--- config.mk ---
export PLATFORM = sky130hd
export DESIGN_NAME = mmu_ctrl
export DESIGN_NICKNAME = d
export VERILOG_FILES = /design/src/design/mmu_pkg.sv /design/src/design/mmu_ctrl.sv
export SDC_FILE = /design/constraint.sdc
export NUM_CORES = 1
export LEC_CHECK = 0
export BUFFER_PORTS_ARGS = -buffer_cell sky130_fd_sc_hd__clkbuf_2
export CORE_AREA = 2 2 262 264
export CTS_CLUSTER_SIZE = 28
export DETAILED_ROUTE_END_ITERATION = 6
export DIE_AREA = 0 0 264 266
export SLEW_MARGIN = 40
export SYNTH_ARGS = -nofsm -noshare
export SYNTH_HDL_FRONTEND = slang
export SYNTH_SLANG_ARGS = --single-unit
--- constraint.sdc ---
create_clock -name clk -period 7.33 [get_ports clk]
set_clock_uncertainty 0.2 [all_clocks]
set_input_delay 0.733 -clock clk [delete_from_list [all_inputs] [get_ports clk]]
set_output_delay 0.733 -clock clk [all_outputs]
set_load 0.1 [all_outputs]
--- src/design/mmu_pkg.sv ---
package mmu_pkg;

    localparam int TLB_NUM       = 16;
    localparam int IDX_BITS      = 4;
    localparam int DREQ_DEPTH    = 2;
    localparam int DREQ_PTR_BITS = 1;

    // cp0 entryhi layout
    typedef struct packed {
        logic [18:0] vpn2;
        logic [4:0]  zero;
        logic [7:0]  asid;
    } entryhi_t;

    // cp0 entrylo0/entrylo1 layout
    typedef struct packed {
        logic [5:0]  zero;
        logic [19:0] pfn;
        logic [2:0]  c;
        logic        d;
        logic        v;
        logic        g;
    } entrylo_t;

    // one page of a stored pair
    typedef struct packed {
        logic [19:0] pfn;
        logic [2:0]  c;
        logic        d;
        logic        v;
    } tlb_page_t;

    // page[0] even, page[1] odd
    typedef struct packed {
        logic [11:0]        mask;
        logic [18:0]        vpn2;
        logic [7:0]         asid;
        logic               g;
        tlb_page_t [1:0]    page;
    } tlb_entry_t;

    typedef enum logic [1:0] {
        CMD_NONE  = 2'd0,
        CMD_TLBWI = 2'd1,
        CMD_TLBR  = 2'd2,
        CMD_TLBP  = 2'd3
    } tlb_cmd_e;

    typedef struct packed {
        tlb_cmd_e              op;
        logic [IDX_BITS-1:0]   idx;
        logic [11:0]           mask;
        entryhi_t              hi;
        entrylo_t              lo0;
        entrylo_t              lo1;
    } tlb_cmd_t;

    // probe word: bit 31 miss, index in low bits
    typedef struct packed {
        logic [11:0] mask;
        entryhi_t    hi;
        entrylo_t    lo0;
        entrylo_t    lo1;
        logic [31:0] probe;
    } tlb_cmd_rsp_t;

    typedef struct packed {
        logic                  miss;
        logic                  valid;
        logic                  dirty;
        logic [2:0]            c;
        logic [IDX_BITS-1:0]   idx;
        logic [31:0]           pa;
    } lookup_rsp_t;

    typedef struct packed {
        logic [31:0] va;
    } dreq_t;

endpackage

--- src/design/mmu_ctrl.sv ---
module mmu_ctrl (
    input  logic                           clk,
    input  logic                           rst,
    // data port
    input  logic                           dreq_valid_i,
    input  mmu_pkg::dreq_t                 dreq_i,
    output logic                           dcredit_o,
    output logic                           dresp_valid_o,
    output mmu_pkg::lookup_rsp_t           dresp_o,
    input  logic                           flush_i,
    // cp0 commands
    input  logic                           cmd_valid_i,
    input  mmu_pkg::tlb_cmd_t              cmd_i,
    output logic                           cmd_rsp_valid_o,
    output mmu_pkg::tlb_cmd_rsp_t          cmd_rsp_o,
    // lookup instances
    output logic [31:0]                    data_va_o,
    output logic [31:0]                    probe_va_o,
    input  mmu_pkg::lookup_rsp_t           data_rsp_i,
    input  mmu_pkg::lookup_rsp_t           probe_rsp_i,
    output logic [7:0]                     asid_o,
    // array
    output logic                           we_o,
    output logic [mmu_pkg::IDX_BITS-1:0]   idx_o,
    output mmu_pkg::tlb_entry_t            wentry_o,
    input  mmu_pkg::tlb_entry_t            rentry_i
);

    function automatic mmu_pkg::tlb_page_t pack_page(mmu_pkg::entrylo_t lo,
                                                     logic [11:0] mask);
        mmu_pkg::tlb_page_t pg;
        pg.pfn = lo.pfn & {8'hff, ~mask};
        pg.c   = lo.c;
        pg.d   = lo.d;
        pg.v   = lo.v;
        return pg;
    endfunction

    function automatic mmu_pkg::entrylo_t unpack_lo(mmu_pkg::tlb_page_t pg, logic g);
        mmu_pkg::entrylo_t lo;
        lo.zero = '0;
        lo.pfn  = pg.pfn;
        lo.c    = pg.c;
        lo.d    = pg.d;
        lo.v    = pg.v;
        lo.g    = g;
        return lo;
    endfunction

    function automatic logic entry_hits(mmu_pkg::tlb_entry_t e, mmu_pkg::entryhi_t hi);
        return (((hi.vpn2 ^ e.vpn2) & {7'h7f, ~e.mask}) == '0) &&
               (e.g || (e.asid == hi.asid));
    endfunction

    localparam int CNT_BITS = mmu_pkg::DREQ_PTR_BITS + 1;

    logic                              cmd_go;
    logic                              deq;
    logic                              q_full;
    logic [mmu_pkg::DREQ_PTR_BITS-1:0] wr_ptr_q;
    logic [mmu_pkg::DREQ_PTR_BITS-1:0] rd_ptr_q;
    logic [CNT_BITS-1:0]               count_q;
    mmu_pkg::dreq_t                    q_mem [mmu_pkg::DREQ_DEPTH];

    mmu_pkg::entryhi_t                 ehi_q;
    mmu_pkg::tlb_entry_t               rd_q;
    logic                              rsp_valid_q;
    logic                              probe_q;
    logic                              dcredit_q;
    logic                              dresp_valid_q;
    mmu_pkg::lookup_rsp_t              dresp_q;

    // a command owns the array for its cycle
    assign cmd_go = cmd_valid_i && (cmd_i.op != mmu_pkg::CMD_NONE);
    assign q_full = (count_q == CNT_BITS'(mmu_pkg::DREQ_DEPTH));
    assign deq    = (count_q != '0) && !cmd_go;

    assign we_o = cmd_go && (cmd_i.op == mmu_pkg::CMD_TLBWI);

    // outside command cycles point the read port at the probe result
    assign idx_o = cmd_go ? cmd_i.idx : probe_rsp_i.idx;

    always_comb begin
        wentry_o.mask    = cmd_i.mask;
        wentry_o.vpn2    = cmd_i.hi.vpn2 & {7'h7f, ~cmd_i.mask};
        wentry_o.asid    = cmd_i.hi.asid;
        wentry_o.g       = cmd_i.lo0.g & cmd_i.lo1.g;
        wentry_o.page[0] = pack_page(cmd_i.lo0, cmd_i.mask);
        wentry_o.page[1] = pack_page(cmd_i.lo1, cmd_i.mask);
    end

    assign asid_o     = ehi_q.asid;
    assign probe_va_o = {ehi_q.vpn2, 13'h0000};
    assign data_va_o  = q_mem[rd_ptr_q].va;

    always_comb begin
        cmd_rsp_o.mask    = rd_q.mask;
        cmd_rsp_o.hi.vpn2 = rd_q.vpn2;
        cmd_rsp_o.hi.zero = '0;
        cmd_rsp_o.hi.asid = rd_q.asid;
        cmd_rsp_o.lo0     = unpack_lo(rd_q.page[0], rd_q.g);
        cmd_rsp_o.lo1     = unpack_lo(rd_q.page[1], rd_q.g);
        // probe runs in the reply cycle against the loaded entryhi
        cmd_rsp_o.probe   = {probe_rsp_i.miss, {(31 - mmu_pkg::IDX_BITS){1'b0}},
                             probe_rsp_i.idx};
    end

    always_ff @(posedge clk) begin
        if (rst) begin
            ehi_q         <= '0;
            rsp_valid_q   <= 1'b0;
            probe_q       <= 1'b0;
            wr_ptr_q      <= '0;
            rd_ptr_q      <= '0;
            count_q       <= '0;
            dcredit_q     <= 1'b0;
            dresp_valid_q <= 1'b0;
        end else begin
            // live entryhi follows write and probe commands
            if (cmd_go && (cmd_i.op != mmu_pkg::CMD_TLBR)) begin
                ehi_q <= cmd_i.hi;
            end
            rsp_valid_q <= cmd_go && ((cmd_i.op == mmu_pkg::CMD_TLBR) ||
                                      (cmd_i.op == mmu_pkg::CMD_TLBP));
            probe_q     <= cmd_go && (cmd_i.op == mmu_pkg::CMD_TLBP);

            if (dreq_valid_i) begin
                wr_ptr_q <= wr_ptr_q + 1'b1;
            end
            if (deq) begin
                rd_ptr_q <= rd_ptr_q + 1'b1;
            end
            case ({dreq_valid_i, deq})
                2'b10:   count_q <= count_q + 1'b1;
                2'b01:   count_q <= count_q - 1'b1;
                default: count_q <= count_q;
            endcase

            // credit comes back even for a flushed result
            dcredit_q     <= deq;
            dresp_valid_q <= deq && !flush_i;
        end
    end

    always_ff @(posedge clk) begin
        if (dreq_valid_i) begin
            q_mem[wr_ptr_q] <= dreq_i;
        end
        if (deq) begin
            dresp_q <= data_rsp_i;
        end
        if (cmd_go && (cmd_i.op == mmu_pkg::CMD_TLBR)) begin
            rd_q <= rentry_i;
        end
    end

    assign dcredit_o       = dcredit_q;
    assign dresp_valid_o   = dresp_valid_q;
    assign dresp_o         = dresp_q;
    assign cmd_rsp_valid_o = rsp_valid_q;

    // requester sent without a credit
    a_no_enq_when_full: assert property (
        @(posedge clk) disable iff (rst)
        dreq_valid_i |-> !q_full
    ) else $error("data request while queue full");

    // hit index must name an entry that really matches, else several matched
    a_probe_single_match: assert property (
        @(posedge clk) disable iff (rst)
        (probe_q && !probe_rsp_i.miss && !cmd_go) |-> entry_hits(rentry_i, ehi_q)
    ) else $error("probe hit on index %0d with multiple matches", probe_rsp_i.idx);

    a_rsp_after_cmd: assert property (
        @(posedge clk) disable iff (rst)
        cmd_rsp_valid_o |-> $past(cmd_valid_i && ((cmd_i.op == mmu_pkg::CMD_TLBR) ||
                                                  (cmd_i.op == mmu_pkg::CMD_TLBP)))
    ) else $error("command reply without read or probe");

endmodule

==> results.txt <==
----------------------------------------------------
[Min path]
  Path class of the lowest-slack min-delay path ... in -> reg

[Critical path]
  Highest-delay cell along the critical path ... sky130_fd_sc_hd__clkbuf_2
  Kind of critical path ... in -> out
  Critical-path cell list ... clkbuf_2 > nand2_2 > nor2_1 > clkbuf_2
  Slowest stage delay, CP ... 0.49 ns
  Critical Path AT ... 2.15 ns
  Kind of cell with the highest combined delay on the critical path ... simple AND/OR/NAND/NOR gates
  Worst endpoint required time ... between 6 and 7 ns
  CP Max Fanout ... 28
  Cell repeated most along the worst path ... sky130_fd_sc_hd__clkbuf_2
  Endpoint type of the worst setup path ... output pin
  Startpoint type of the worst setup path ... input pin
  Number of buffer and inverter stages on the critical path ... 2

[Power and ir drop]
  Leakage power ... approximately 5.3 nW
  Switching component of the power ... ~0.0022 W
  Worst supply voltage drop on vdd ... 0.179 mV
  Fraction of power consumed by the clock network ... between 30% and 40%
  Internal cell power ... 0.00272 W
  Portion of total power attributed to sequential cells ... about a third
  Comb pwr share ... a little over a third
  Power per Cell Area ... around 380 nW/um2
  Switching power share of the total ... approximately 44%

[Drt]
  1st-pass router iterations ... 4
  Post-Route WL ... around 28000 um
  Antenna Nets Post-Route ... 0
  Number of design rule violations left after detail routing ... 0
  Avg WL per Cell ... ~15 um
  Iteration-0 DRC count of the detailed router ... 317
  Number of vias after detailed routing ... 6001
  Drt via density ... ~3.1

[Cells and area]
  Area added between synthesis and finish ... 46.0%
  Non-Filler Instances ... slightly below 2000
  Final Cell Area ... about 13000 um2
  Final net count ... between 1000 and 1500
  Ratio of cells with drive above 1 in the final layout ... between 50% and 60%

[Floorplanning]
  Die area ... approximately 70000 um2
  Starting utilization of the core area ... between 10% and 20%
  Placement row count ... 96
  Die H ... about 270 um
  Number of top-level pins ... 677
  Die Wd ... ~260 um
  Core Area ... about 68000 um2

[Clock network]
  Clock root cell ... sky130_fd_sc_hd__clkbuf_16
  Maximum buffer depth of the clock tree ... 3
  Number of buffers inserted during clock tree synthesis ... 28
  CTS tree ... yes
  Number of levels in the clock H-tree ... 1
  Total setup buffers inserted after CTS ... 0
  Post_cts resized ... 0
  Clock-pin slew reported for the worst setup and hold paths after clock tree synthesis ... about 0.060 ns
  Clock Sink Count ... 231
  CTS Hold Buffers Added ... 0
  Skew-Pair Late Insertion Delay ... 0.57 ns

[Run status]
  Status ... complete, no violations

[Global routing]
  Initial antenna violation count ... 11
  Via count of the first global-routing pass ... 6094
  Global Route Usage Sum ... 7.53%
  Wire length of the first global-routing pass ... about 39000 um
  Largest net degree at the start of global routing ... between 70 and 80
  Global route total overflow ... 0

[Logic synthesis]
  Total number of yosys warnings ... 0
  Synthesized-area fraction occupied by adder cells ... less than 1%
  Synthesized-area fraction occupied by xor and xnor cells ... 0.302%
  Synthesized cell area ... a little under 9000 um2
  Dominant register cell in the synthesized netlist ... sky130_fd_sc_hd__edfxtp_1
  Post-Synthesis Mean Instance Area ... approximately 16 um2
  Post-Syn Instances ... 542
  Count of flip-flops with a built-in enable after synthesis ... between 150 and 200
  Simple-gate share of the synthesized area ... 5.79%
  Async set-or-reset flop fraction in the synthesized netlist ... 0%
  Fraction of synthesized area in multiplexers ... 4.91%
  Synth unique cells ... 27
  Proportion of synthesized chip area in sequential cells ... roughly three quarters
  Main combinational cell family by area after synthesis ... buffers and inverters
  FF+latch count, synth ... between 200 and 250
  Synthesized-area fraction occupied by ao, oa, aoi and oai cells ... approximately 2.1%

[STA]
  Worst slew margin ... around 45%
  Clock period minus final worst setup slack ... a little over 3 ns
  Final count of hold timing violations ... 0
  RSZ-0062 raised after global routing ... no
  Crit path setup slack, layout ... about 4.3 ns
  Final setup violating endpoints ... 0
  Part of the cycle the worst path needs ... between 40% and 50%
  Slew Limit Fails ... 0
  Aggregate negative setup slack ... 0 ns
  Top achievable clock speed ... 0.325 GHz
  Transition time at the pin with the least slew margin ... around 0.83 ns

[Placed design]
  Final Wtd Congestion ... 0.765
  Estimated wirelength of the detail-placed design ... between 20000 and 25000 um
  Dpl ws ... about 4.2 ns
  Port buffer count ... slightly above 500
  Placed Cells incl. Taps ... between 1500 and 2000
  Total placed instance area ... 11700 um2

[Flow run]
  Number of max-capacitance violations reported ... 0

----------------------------------------------------
==> layout make-up <==
cell class	instances	area (um2)
antenna	4	10.0
clock buffer	41	841
clock inverter	11	171
fill	7404	55000
inverter	2	10.0
multi-input combinational	236	1380
sequential	231	6590
tap	882	1100
timing repair buffer	515	2610
==> power by group through the flow <==
| stage | combinational [W] | sequential, W | clock (W) |
|---|---|---|---|
| final | 0.00178 | 0.00162 | 0.00148 |
| after global routing | 0.00183 | 0.00164 | 0.00158 |
| after CTS | 0.00179 | 0.00163 | 0.00153 |
| after detailed placement | 0.00179 | 0.00165 | 0 |
| after global placement | 0.00178 | 0.00165 | 0 |
| after floorplan | 0.000968 | 0.00229 | 0 |
==> metal layers <==
| layer | vias to the layer above | GRT usage, % | part of all wire [%] | wire length, um |
|---|---|---|---|---|
| met5 | - | 0 | 0.16 | 46 |
| met4 | 8 | 3.55 | 4.4 | 1250 |
| met3 | 56 | 4.02 | 13 | 3760 |
| met2 | 415 | 13.5 | 50 | 14100 |
| met1 | 2822 | 6.97 | 32 | 9200 |
| li1 | 2700 | - | - | - |
==> flip-flops by register name, summed over array words and instances, names as in the netlist, named ones only <==
signal and count:
wr_ptr_q 1, q_mem 64, dresp_o 42, cmd_rsp_o 90, probe_va_o 19, count_q 2
dresp_valid_o 1, rd_ptr_q 1, asid_o 8, dcredit_o 1, cmd_rsp_valid_o 1
==> cell families (layout without fill, tap and decap cells) <==
group                      Yosys count  after routing
xor gates and xnor gates             3              3
AOI/OAI and AO/OA                   31             31
other                                1             61
DFF                                231            231
buffers and inverters              131            569
muxes                               38             38
and+or+nand+nor                    106            106
adders and majority gates            1              1
==> worst paths after layout <==
kind	startpoint	endpoint	slack, ns	cells after the start
worst min-delay path	rentry_i[43]	cmd_rsp_o[51]	0.13	1
worst min register to register	probe_va_o[17]	probe_va_o[17]	0.25	2
worst max register to register	count_q[0]	count_q[1]	5.23	5
worst max-delay path	cmd_i[112]	we_o	4.25	4
==> synth_stat cells, types with 2 or more instances <==
master / count / area [um2]
sky130_fd_sc_hd__and2_1: 3 / 18.8
sky130_fd_sc_hd__nor2_1: 8 / 30.0
sky130_fd_sc_hd__edfxtp_1: 196 / 5890
sky130_fd_sc_hd__buf_2: 2 / 10.0
sky130_fd_sc_hd__nor2b_1: 37 / 231
sky130_fd_sc_hd__a21oi_2: 3 / 26.3
sky130_fd_sc_hd__mux2_2: 36 / 405
sky130_fd_sc_hd__mux2_1: 2 / 22.5
sky130_fd_sc_hd__xnor2_1: 2 / 17.5
sky130_fd_sc_hd__dfxtp_1: 35 / 701
sky130_fd_sc_hd__clkbuf_1: 5 / 18.8
sky130_fd_sc_hd__nand2_1: 55 / 206
sky130_fd_sc_hd__buf_4: 119 / 893
sky130_fd_sc_hd__a21oi_1: 25 / 125
sky130_fd_sc_hd__buf_8: 2 / 30.0
==> through the flow <==
| step | hold slack [ns] | power (W) | util [%] |
|---|---|---|---|
| 2_1_floorplan | 0.272 | 0.00326 | - |
| 3_3_place_gp | 0.244 | 0.00343 | 17.2 |
| 3_5_place_dp | 0.249 | 0.00344 | 17.3 |
| 4_1_cts | 0.0827 | 0.00495 | 18.8 |
| 5_1_grt | 0.0859 | 0.00504 | 18.8 |
| 6_report | 0.130 | 0.00488 | 18.8 |
==> worst register-to-register path, cell delays in order, from the launching register on <==
cell,delay (ns)
sky130_fd_sc_hd__dfxtp_1,0.40
sky130_fd_sc_hd__o21ai_2,0.12
sky130_fd_sc_hd__inv_4,0.44
sky130_fd_sc_hd__ha_1,0.38
sky130_fd_sc_hd__or3_1,0.35
sky130_fd_sc_hd__a21oi_1,0.14
==> cells in the final DEF, fill, tap and decap left out, drive strengths merged <==
master      n
inv         3
ha          1
nor3        1
diode       4
bufinv      3
edfxtp    196
clkbuf    552
or3         1
clkinvlp    2
o21ai       3
nor2        8
nand2      56
xor2        1
buf         4
xnor2       2
mux2       38
clkinv      5
conb       57
dfxtp      35
a21oi      28
nor2b      37
and2        3
Power figures use the tool's default switching activity.
