<file path="config.mk">
export PLATFORM = sky130hd
export DESIGN_NAME = tlb_lookup
export DESIGN_NICKNAME = d
export VERILOG_FILES = /design/src/design/mmu_pkg.sv /design/src/design/tlb_lookup.sv
export SDC_FILE = /design/constraint.sdc
export NUM_CORES = 1
export LEC_CHECK = 0
export BUFFER_PORTS_ARGS = -buffer_cell sky130_fd_sc_hd__buf_2
export CAP_MARGIN = 20
export CELL_PAD_IN_SITES_DETAIL_PLACEMENT = 0
export CELL_PAD_IN_SITES_GLOBAL_PLACEMENT = 1
export CORE_AREA = 2 2 590 592
export DETAILED_ROUTE_END_ITERATION = 8
export DIE_AREA = 0 0 592 594
export GPL_ROUTABILITY_DRIVEN = 0
export PLACE_DENSITY_LB_ADDON = 0.1
export SYNTH_ARGS = -nofsm -noshare
export SYNTH_HDL_FRONTEND = slang
export SYNTH_SLANG_ARGS = --single-unit
</file>
<file path="constraint.sdc">
create_clock -name vclk -period 5.25
set_clock_uncertainty 0.1 [all_clocks]
set_input_delay 0.525 -clock vclk [all_inputs]
set_output_delay 0.525 -clock vclk [all_outputs]
set_load 0.01 [all_outputs]
</file>
<file path="src/design/mmu_pkg.sv">
package mmu_pkg;

    localparam int TLB_NUM       = 16;
    localparam int IDX_BITS      = 4;
    localparam int DREQ_DEPTH    = 2;
    localparam int DREQ_PTR_BITS = 1;

    // cp0 entryhi layout
    typedef struct packed {
        logic [18:0] vpn2;
        logic [4:0]  zero;
        logic [7:0]  asid;
    } entryhi_t;

    // cp0 entrylo0/entrylo1 layout
    typedef struct packed {
        logic [5:0]  zero;
        logic [19:0] pfn;
        logic [2:0]  c;
        logic        d;
        logic        v;
        logic        g;
    } entrylo_t;

    // one page of a stored pair
    typedef struct packed {
        logic [19:0] pfn;
        logic [2:0]  c;
        logic        d;
        logic        v;
    } tlb_page_t;

    // page[0] even, page[1] odd
    typedef struct packed {
        logic [11:0]        mask;
        logic [18:0]        vpn2;
        logic [7:0]         asid;
        logic               g;
        tlb_page_t [1:0]    page;
    } tlb_entry_t;

    typedef enum logic [1:0] {
        CMD_NONE  = 2'd0,
        CMD_TLBWI = 2'd1,
        CMD_TLBR  = 2'd2,
        CMD_TLBP  = 2'd3
    } tlb_cmd_e;

    typedef struct packed {
        tlb_cmd_e              op;
        logic [IDX_BITS-1:0]   idx;
        logic [11:0]           mask;
        entryhi_t              hi;
        entrylo_t              lo0;
        entrylo_t              lo1;
    } tlb_cmd_t;

    // probe word: bit 31 miss, index in low bits
    typedef struct packed {
        logic [11:0] mask;
        entryhi_t    hi;
        entrylo_t    lo0;
        entrylo_t    lo1;
        logic [31:0] probe;
    } tlb_cmd_rsp_t;

    typedef struct packed {
        logic                  miss;
        logic                  valid;
        logic                  dirty;
        logic [2:0]            c;
        logic [IDX_BITS-1:0]   idx;
        logic [31:0]           pa;
    } lookup_rsp_t;

    typedef struct packed {
        logic [31:0] va;
    } dreq_t;

endpackage

</file>
<file path="src/design/tlb_lookup.sv">
module tlb_lookup (
    input  mmu_pkg::tlb_entry_t   entries_i [mmu_pkg::TLB_NUM],
    input  logic [31:0]           va_i,
    input  logic [7:0]            asid_i,
    output mmu_pkg::lookup_rsp_t  rsp_o
);

    logic [mmu_pkg::TLB_NUM-1:0] match;

    always_comb begin
        mmu_pkg::lookup_rsp_t acc;
        mmu_pkg::tlb_page_t   pg;
        logic [18:0]          cmp_m;
        logic [12:0]          odd_m;
        logic                 odd;
        logic [31:0]          pa;

        acc = '0;
        for (int i = 0; i < mmu_pkg::TLB_NUM; i++) begin
            // vpn2 bits under the mask are don't care
            cmp_m    = {7'h7f, ~entries_i[i].mask};
            match[i] = (((va_i[31:13] ^ entries_i[i].vpn2) & cmp_m) == '0) &&
                       (entries_i[i].g || (entries_i[i].asid == asid_i));

            // single bit just above the masked range picks the odd page
            odd_m = {entries_i[i].mask, 1'b1} & ~{1'b0, entries_i[i].mask};
            odd   = |(va_i[24:12] & odd_m);
            pg    = entries_i[i].page[odd];

            // pfn is stored pre-masked
            pa = {pg.pfn, 12'h000} | (va_i & {8'h00, entries_i[i].mask, 12'hfff});

            if (match[i]) begin
                acc.valid = acc.valid | pg.v;
                acc.dirty = acc.dirty | pg.d;
                acc.c     = acc.c | pg.c;
                acc.idx   = acc.idx | mmu_pkg::IDX_BITS'(i);
                acc.pa    = acc.pa | pa;
            end
        end
        acc.miss = ~|match;
        rsp_o    = acc;
    end

endmodule

</file>
==> results of run 1 <==
-- where the power goes --
part           internal [mW]  leakage (nW)  switching (mW)
registers                  0             0               0
logic                   1.12          12.3            1.85
clock network     0.00000101      0.000428               0
total                   1.12          12.3            1.85
-- cells in the final DEF, fill, tap and decap left out, drive strengths merged, types with 90 or more instances in the layout --
| cell | synthesis | layout |
|---|---|---|
| nand2 | 181 | 181 |
| nand3b | 98 | 98 |
| xnor2 | 399 | 399 |
| nor4 | 91 | 91 |
| o21ai | 159 | 159 |
| buf | 103 | 1880 |
| o22ai | 148 | 148 |
| nand4 | 90 | 90 |
| a21oi | 258 | 258 |
| mux2i | 196 | 196 |
-- final cells by class --
cell class / instances / area share, %
diodes: 66 / 0.512
multi-input cells: 2105 / 48.0
inverters: 2 / 0.0233
repair buffers: 1880 / 33.7
well taps: 4578 / 17.7
-- metrics by stage --
| stage | TNS (ns) | area [um^2] |
|---|---|---|
| finish | 0 | 32300 |
| CTS | 0 | 32100 |
| global route | 0 | 32200 |
| floorplan | 0 | 16100 |
| detailed placement | -7.73 | 31900 |
| global placement | -43.74 | 31700 |
-- worst max-delay path: cells and delay by family --
family | cells | cell delay (ns)
muxes | 1 | 0.49
and+or+nand+nor | 4 | 1.53
buffers and inverters | 5 | 1.48
AOI/OAI and AO/OA | 2 | 0.33
-- worst max path at each step --
stage / endpoint / cells after the start / slack (ns) / startpoint
after floorplan: rsp_o[25] / 9 / 1.94 / va_i[18]
after global placement: rsp_o[21] / 13 / -1.78 / va_i[21]
after detailed placement: rsp_o[23] / 11 / -0.59 / va_i[28]
after CTS: rsp_o[24] / 12 / 0.02 / va_i[27]
after global routing: rsp_o[14] / 12 / 0.02 / va_i[13]
final: rsp_o[14] / 12 / 0.19 / va_i[13]
-- synth_stat cells, types with 10 or more instances --
| cell | instances |
|---|---|
| xnor2_1 | 399 |
| a21oi_1 | 258 |
| mux2i_1 | 196 |
| nand2_1 | 180 |
| o21ai_0 | 154 |
| o22ai_1 | 148 |
| clkbuf_1 | 106 |
| nand3b_1 | 98 |
| nand4_1 | 90 |
| nand3_1 | 85 |
| nor4_1 | 82 |
| nor2_1 | 79 |
| a32oi_1 | 74 |
| buf_4 | 51 |
| xor2_1 | 33 |
| buf_2 | 30 |
| a2111oi_0 | 20 |
| buf_6 | 20 |
| mux2_2 | 20 |
| a2111oi_2 | 17 |
| o2111ai_1 | 14 |
| a221o_1 | 10 |
| a221oi_1 | 10 |
| and3_1 | 10 |
| mux2_4 | 10 |
-- routing by layer --
layer | GRT usage, % | vias up | share of wire [%]
met5 | 0 | - | 0.31
li1 | - | 12300 | -
met4 | 1.59 | 162 | 1.5
met3 | 3.64 | 425 | 5.9
met2 | 35.2 | 1520 | 54
met1 | 20.1 | 13700 | 38
-- what timing repair did --
item,4_1_cts,5_1_grt
setup endpoints to repair,37,2
resized for setup,26,2
buffers inserted,6,0
cloned,0,0
-- cells by family (layout without fill, tap and decap cells) --
| logic type | Yosys count | in the layout | synth area share [%] |
|---|---|---|---|
| xor+xnor | 432 | 432 | 23.5 |
| other cells | 0 | 66 | 0 |
| mux | 226 | 226 | 14.5 |
| simple gates | 680 | 680 | 23.5 |
| buf+inv | 211 | 1882 | 7.35 |
| compound gates | 767 | 767 | 31.1 |
==> out/metrics.cfg, run 1 <==
[grt]
grt_start_max_net_pins = 28
grt_antenna_before_repair = 281
overflow = 0
grt.total_usage_pct = 17.9
grt_pass1_vias = 30300
grt_pass1_wl_um = 395000

[critical_path]
crit_chain = buf_4 > buf_4 > nand3b_1 > o221ai_1 > nor4_4 > buf_4 > mux2i_1 > a21oi_1 > nor4_1 > buf_4 > nand4_1 > buf_2
crit_fanout = 15
critPathArrivalTime_ns = 4.44
slowest_delay_ns = 0.74
crit_required_ns = 4.62
slowest_stage = nor4_1
crit_top_cell = buf_4
startpoint_type = input pin
path_class = input pin to output pin
endpoint_kind = output pin

[min_path]
hold-path-endpoint = rsp_o[2]
hold_path_class = input pin to output pin
hold_path_depth = 3
worstHoldStart = va_i[2]

[floorplan]
rows = 216
die_x_um = 592
die_area_mm2 = 0.352
ios = 1522
die_y_um = 594
coreArea_mm2 = 0.345
start_util_pct = 4.66

[layout]
drive_above_1_share_pct = 50.7
final_nets = 5469
register_area_um2 = 0
fillCellCount = 40800
seq_cells = 0
n_clock_buffer = 0
syn_to_final_growth_pct = 101
multi_input_area_mm2 = 0.0155
fin_util_pct = 9.36
instances_no_fill = 8631

[place]
post-place-ws_ns = -0.594
dp_hpwl_um = 299000
dp_cells = 8558
portBuffers = 1522

[pwr]
powerDensity_mw_per_mm2 = 91.9
p_total_mw = 2.97
vdd_drop_max_uv = 28.4
leakagePower_nw = 12.3

[yosys]
yosys.area.top_type = xnor2_1
synth_top_area_share_pct = 21.7
ys_types = 54
syn_area_mm2 = 0.0161
syn_inst = 2316
syn-num-nets = 3796
yosysWarnings = 0
synth_seq_area_share_pct = 0
avgSynthCellArea_um2 = 6.94
synth_area_leaders = xnor2_1, mux2i_1, a21oi_1

[routing]
viasPerCell = 3.25
drtIter0Drc = 1793
drc = 0
first_pass_iters = 5
wl_um = 329000
antenna_left = 0
wl_per_cell_um = 38.1
vias = 28100

[sta]
fin_crit_ns = 5.06
hold_slack_ns = 1.25
worst_slack_ns = 0.186
setup-violations-final = 0
fmax_mhz = 197
period_share_pct = 96.5
slew_viol_final = 0
worstMarginPinSlew_ns = 1.22
hold_violations = 0
maxSlewHeadroom_pct = 18.8
rsz0062_at_grt = false

[run]
drv_cap = 0

[outcome]
status = finished, final reports clean

[clock_tree]
ctsHoldBuffers = 0

Power figures use the tool's default switching activity.
==> inputs of run 2 (changes only) <==
Settings changed: CELL_PAD_IN_SITES_DETAIL_PLACEMENT 0 to default, CELL_PAD_IN_SITES_GLOBAL_PLACEMENT 1 to default, CORE_AREA 2 2 590 592 to 2 2 585 587, DIE_AREA 0 0 592 594 to 0 0 587 589, GPL_TIMING_DRIVEN from default to 0, PLACE_DENSITY_LB_ADDON 0.1 to default.
==> out/metrics.cfg, run 2 (synthesis results as in run 1) <==
[outcome]
status = finished with violations
failed_checks = negative setup slack

[min_path]
hold_path_class = input pin to output pin
hold_path_depth = 3
hold-path-endpoint = rsp_o[0]
worstHoldStart = va_i[0]

[sta]
fmax_mhz = 184
setup-violations-final = 13
timing.setup.tns_ns = -0.886
hold_violations = 0
fin_crit_ns = 5.44
worstMarginPinSlew_ns = 1.13
maxSlewHeadroom_pct = 24.4
slew_viol_final = 0
worst_slack_ns = -0.189
period_share_pct = 104

[critical_path]
path_class = input pin to output pin
crit_fanout = 10
crit_chain = buf_2 > buf_12 > buf_6 > xnor2_1 > o22ai_1 > nor4_1 > o211ai_4 > buf_12 > clkbuf_4 > a21oi_1 > a2111oi_2 > nand4_1 > buf_2
startpoint_type = input pin
endpoint_kind = output pin
critPathArrivalTime_ns = 4.81
slowest_stage = o22ai_1
worst-path-buf-inv = 6
slowest_delay_ns = 0.54
crit_start = va_i[16]
crit_family = buffers and inverters
crit_required_ns = 4.62

[layout]
multi_input_area_mm2 = 0.0164
syn_to_final_growth_pct = 111
final_common_cell = buf_2
final_nets = 5466
final_area_mm2 = 0.0339
instances_no_fill = 8715
register_area_um2 = 0
fillCellCount = 39700
seq_cells = 0
drive_above_1_share_pct = 52.5
n_clock_buffer = 0
final_cell_mix = buf_2, xnor2_1, a21oi_1

[clock_tree]
ctsHoldBuffers = 0

[place]
dp_hpwl_um = 372000
dp_cells = 8494
post-place-ws_ns = -2.01
portBuffers = 1505
postPlaceCellArea_mm2 = 0.0315

[floorplan]
die_y_um = 589
coreArea_mm2 = 0.339
die_area_mm2 = 0.346
ios = 1522
die_x_um = 587
start_util_pct = 4.74
rows = 214

[routing]
first_pass_iters = 7
drtIter0Drc = 3568
wl_um = 420000
drc = 0
viasPerCell = 3.64
wl_per_cell_um = 48.2
vias = 31700
antenna_left = 0

[pwr]
vdd_drop_max_uv = 47.6
leakagePower_nw = 12.4
powerDensity_mw_per_mm2 = 104

[run]
drv_cap = 0

[grt]
grt_start_max_net_pins = 19
grt_pass1_vias = 29400
grt.total_usage_pct = 23.2
grt_antenna_before_repair = 387
grt_pass1_wl_um = 480000
overflow = 0

-- run 2: cell types whose count changed in the layout (fill, tap and decap cells not counted), moves of 12 or more --
cell      before   now
diode_2       66   195
buf_16         0    17
mux2i_4        0    22
mux2i_2        5    26
a21oi_2        6    50
a21oi_1      252   196
buf_2       1515  1527
buf_8          1    37
clkbuf_1       0    54
a21oi_4        0    12
buf_4        313    95
clkbuf_2       0    38
buf_6         10    51
mux2i_1      191   148
-- run 2: area by class of cell --
| cell class | instances | share of cell area (%) |
|---|---|---|
| diodes | 195 | 1.44 |
| repair buffers | 1676 | 28.6 |
| multi-input cells | 2105 | 48.5 |
| inverters | 2 | 0.0480 |
| well taps | 4536 | 16.7 |
| plain buffers | 201 | 4.69 |
-- run 2: how the worst max path moves through the flow --
stage / endpoint / slack, ns / cells past startpoint
2_1_floorplan: rsp_o[25] / 1.94 / 9
3_3_place_gp: rsp_o[37] / -4.75 / 12
3_5_place_dp: rsp_o[15] / -2.01 / 12
4_1_cts: rsp_o[19] / -0.1 / 14
5_1_grt: rsp_o[30] / -0.02 / 13
6_report: rsp_o[30] / -0.19 / 13
-- run 2: tightest hold or removal path: stages --
cell,delay (ns)
buf_2,0.07
and2b_1,0.10
buf_2,0.12
-- run 2: through the flow --
stage / power, mW / hold WS, ns / utilization (%)
3_3_place_gp: 3.18 / 1.24 / 8.64
3_5_place_dp: 3.35 / 1.24 / 9.29
6_report: 3.53 / 1.24 / 10.0
2_1_floorplan: 1.08 / 1.09 / -
4_1_cts: 3.49 / 1.24 / 9.77
5_1_grt: 3.61 / 1.25 / 9.94
-- run 2: per-layer routing --
layer / routed length, um / part of all wire (%) / GRT usage [%]
met2: 200000 / 48 / 39.8
met3: 35400 / 8.4 / 7.00
met5: 682 / 0.16 / 0.0547
met4: 30000 / 7.1 / 13.8
met1: 154000 / 37 / 25.1
-- run 2: where the power goes --
part / internal [mW] / switching (mW)
logic: 1.20 / 2.33
registers: 0 / 0
clock network: 0.00000209 / 0
-- run 2: timing repair --
| action | in CTS | in global routing |
|---|---|---|
| gates resized for setup | 314 | 38 |
| pin swaps | 20 | 2 |
| endpoints found under the setup margin | 41 | 18 |
| setup buffers | 30 | 2 |
==> inputs of run 3 (changes only) <==
Clock period 5.25 ns to 6.5 ns, I/O delays scaled along.
==> out/metrics.cfg, run 3 (synthesis results as in run 1) <==
[sta]
rsz0062_at_grt = false
setup-violations-final = 6
worstMarginPinSlew_ns = 1.40
hold_violations = 0
slew_viol_final = 0
maxSlewHeadroom_pct = 4.17
fin_crit_ns = 6.65
period_share_pct = 102
worst_slack_ns = -0.151
fmax_mhz = 150

[routing]
viasPerCell = 3.64
first_pass_iters = 8
antenna_left = 0
drc = 0
vias = 31800
drtIter0Drc = 3636
wl_um = 420000
wl_per_cell_um = 48.1

[grt]
grt_antenna_before_repair = 386
grt_pass1_wl_um = 479000
grt.total_usage_pct = 23.2
grt_pass1_vias = 29300
overflow = 0
grt_start_max_net_pins = 17

[critical_path]
critPathArrivalTime_ns = 5.90
path_class = input pin to output pin
crit_fanout = 11
startpoint_type = input pin
crit_required_ns = 5.75
endpoint_kind = output pin

[layout]
register_area_um2 = 0
final_nets = 5459
syn_to_final_growth_pct = 102
n_clock_buffer = 0
seq_cells = 0
final_cell_mix = buf_2, xnor2_1, a21oi_1
drive_above_1_share_pct = 48.9
final_common_cell = buf_2

[min_path]
hold_path_class = input pin to output pin

[floorplan]
die_y_um = 589
start_util_pct = 4.74
coreArea_mm2 = 0.339
ios = 1522
die_area_mm2 = 0.346
rows = 214
die_x_um = 587

[outcome]
status = finished with violations
failed_checks = negative setup slack

[place]
dp_hpwl_um = 372000
portBuffers = 1505
post-place-ws_ns = -1.01

[pwr]
p_total_mw = 2.75
powerDensity_mw_per_mm2 = 84.7
vdd_drop_max_uv = 56.6
leakagePower_nw = 12.0

[run]
drv_cap = 0

[clock_tree]
ctsHoldBuffers = 0

[run 3: changes by cell type in the layout (fill, tap and decap cells not counted), sizes merged]
cell and delta:
buf -11, clkbuf +4, diode +27
[run 3: final cells by class]
type,count,area [um^2]
antenna,222,556
buffer,207,1250
fill,39900,307000
tap,4536,5680
multi-input combinational,2105,15400
timing repair buffer,1663,9580
inverter,2,13.8
[run 3: path summary, 6_finish.rpt]
kind | end | slack [ns] | cells past startpoint | from
max | rsp_o[12] | -0.15 | 13 | va_i[16]
min | rsp_o[0] | 1.49 | 3 | va_i[0]
[run 3: timing repair]
item                                    CTS  global route
gates cloned                              0             0
buffers inserted                         13             3
pin swaps                                 6             0
endpoints found under the setup margin   34             5
gates resized for setup                  58             2
[run 3: per-layer routing]
layer  track usage (%)  wire length [um]  vias up
met4              13.3             29900       90
li1                  -                 -    12500
met1              25.2            154000    15100
met2              40.0            200000     3059
met5            0.0274               595        -
met3              6.90             35700     1078
[run 3: worst max-delay path, stage by stage]
cell	delay, ns
buf_2	0.28
buf_4	0.53
buf_4	0.71
xnor2_1	0.22
o22ai_1	0.51
nor4_1	0.17
o211ai_4	0.13
buf_12	0.18
clkbuf_2	0.69
a21oi_1	0.41
a2111oi_2	0.76
nand4_1	0.16
buf_2	0.27
[run 3: report_power, final]
group / total [mW] / internal (mW) / switching (mW)
combinational: 2.75 / 0.905 / 1.85
sequential: 0 / 0 / 0
clock: 0.00000112 / 0.00000112 / 0
[run 3: metrics by stage]
stage / setup TNS [ns] / cells / cell area (um^2) / hold WS (ns) / util [%]
finish: -0.369 / 8735 / 32500 / 1.49 / 9.58
global route: 0 / 8640 / 32200 / 1.50 / 9.51
CTS: -0.0140 / 8506 / 31900 / 1.49 / 9.40
detailed placement: -18.10 / 8494 / 31500 / 1.49 / 9.29
global placement: -117.52 / 8357 / 29300 / 1.49 / 8.64
floorplan: 0 / 2316 / 16100 / 1.34 / -
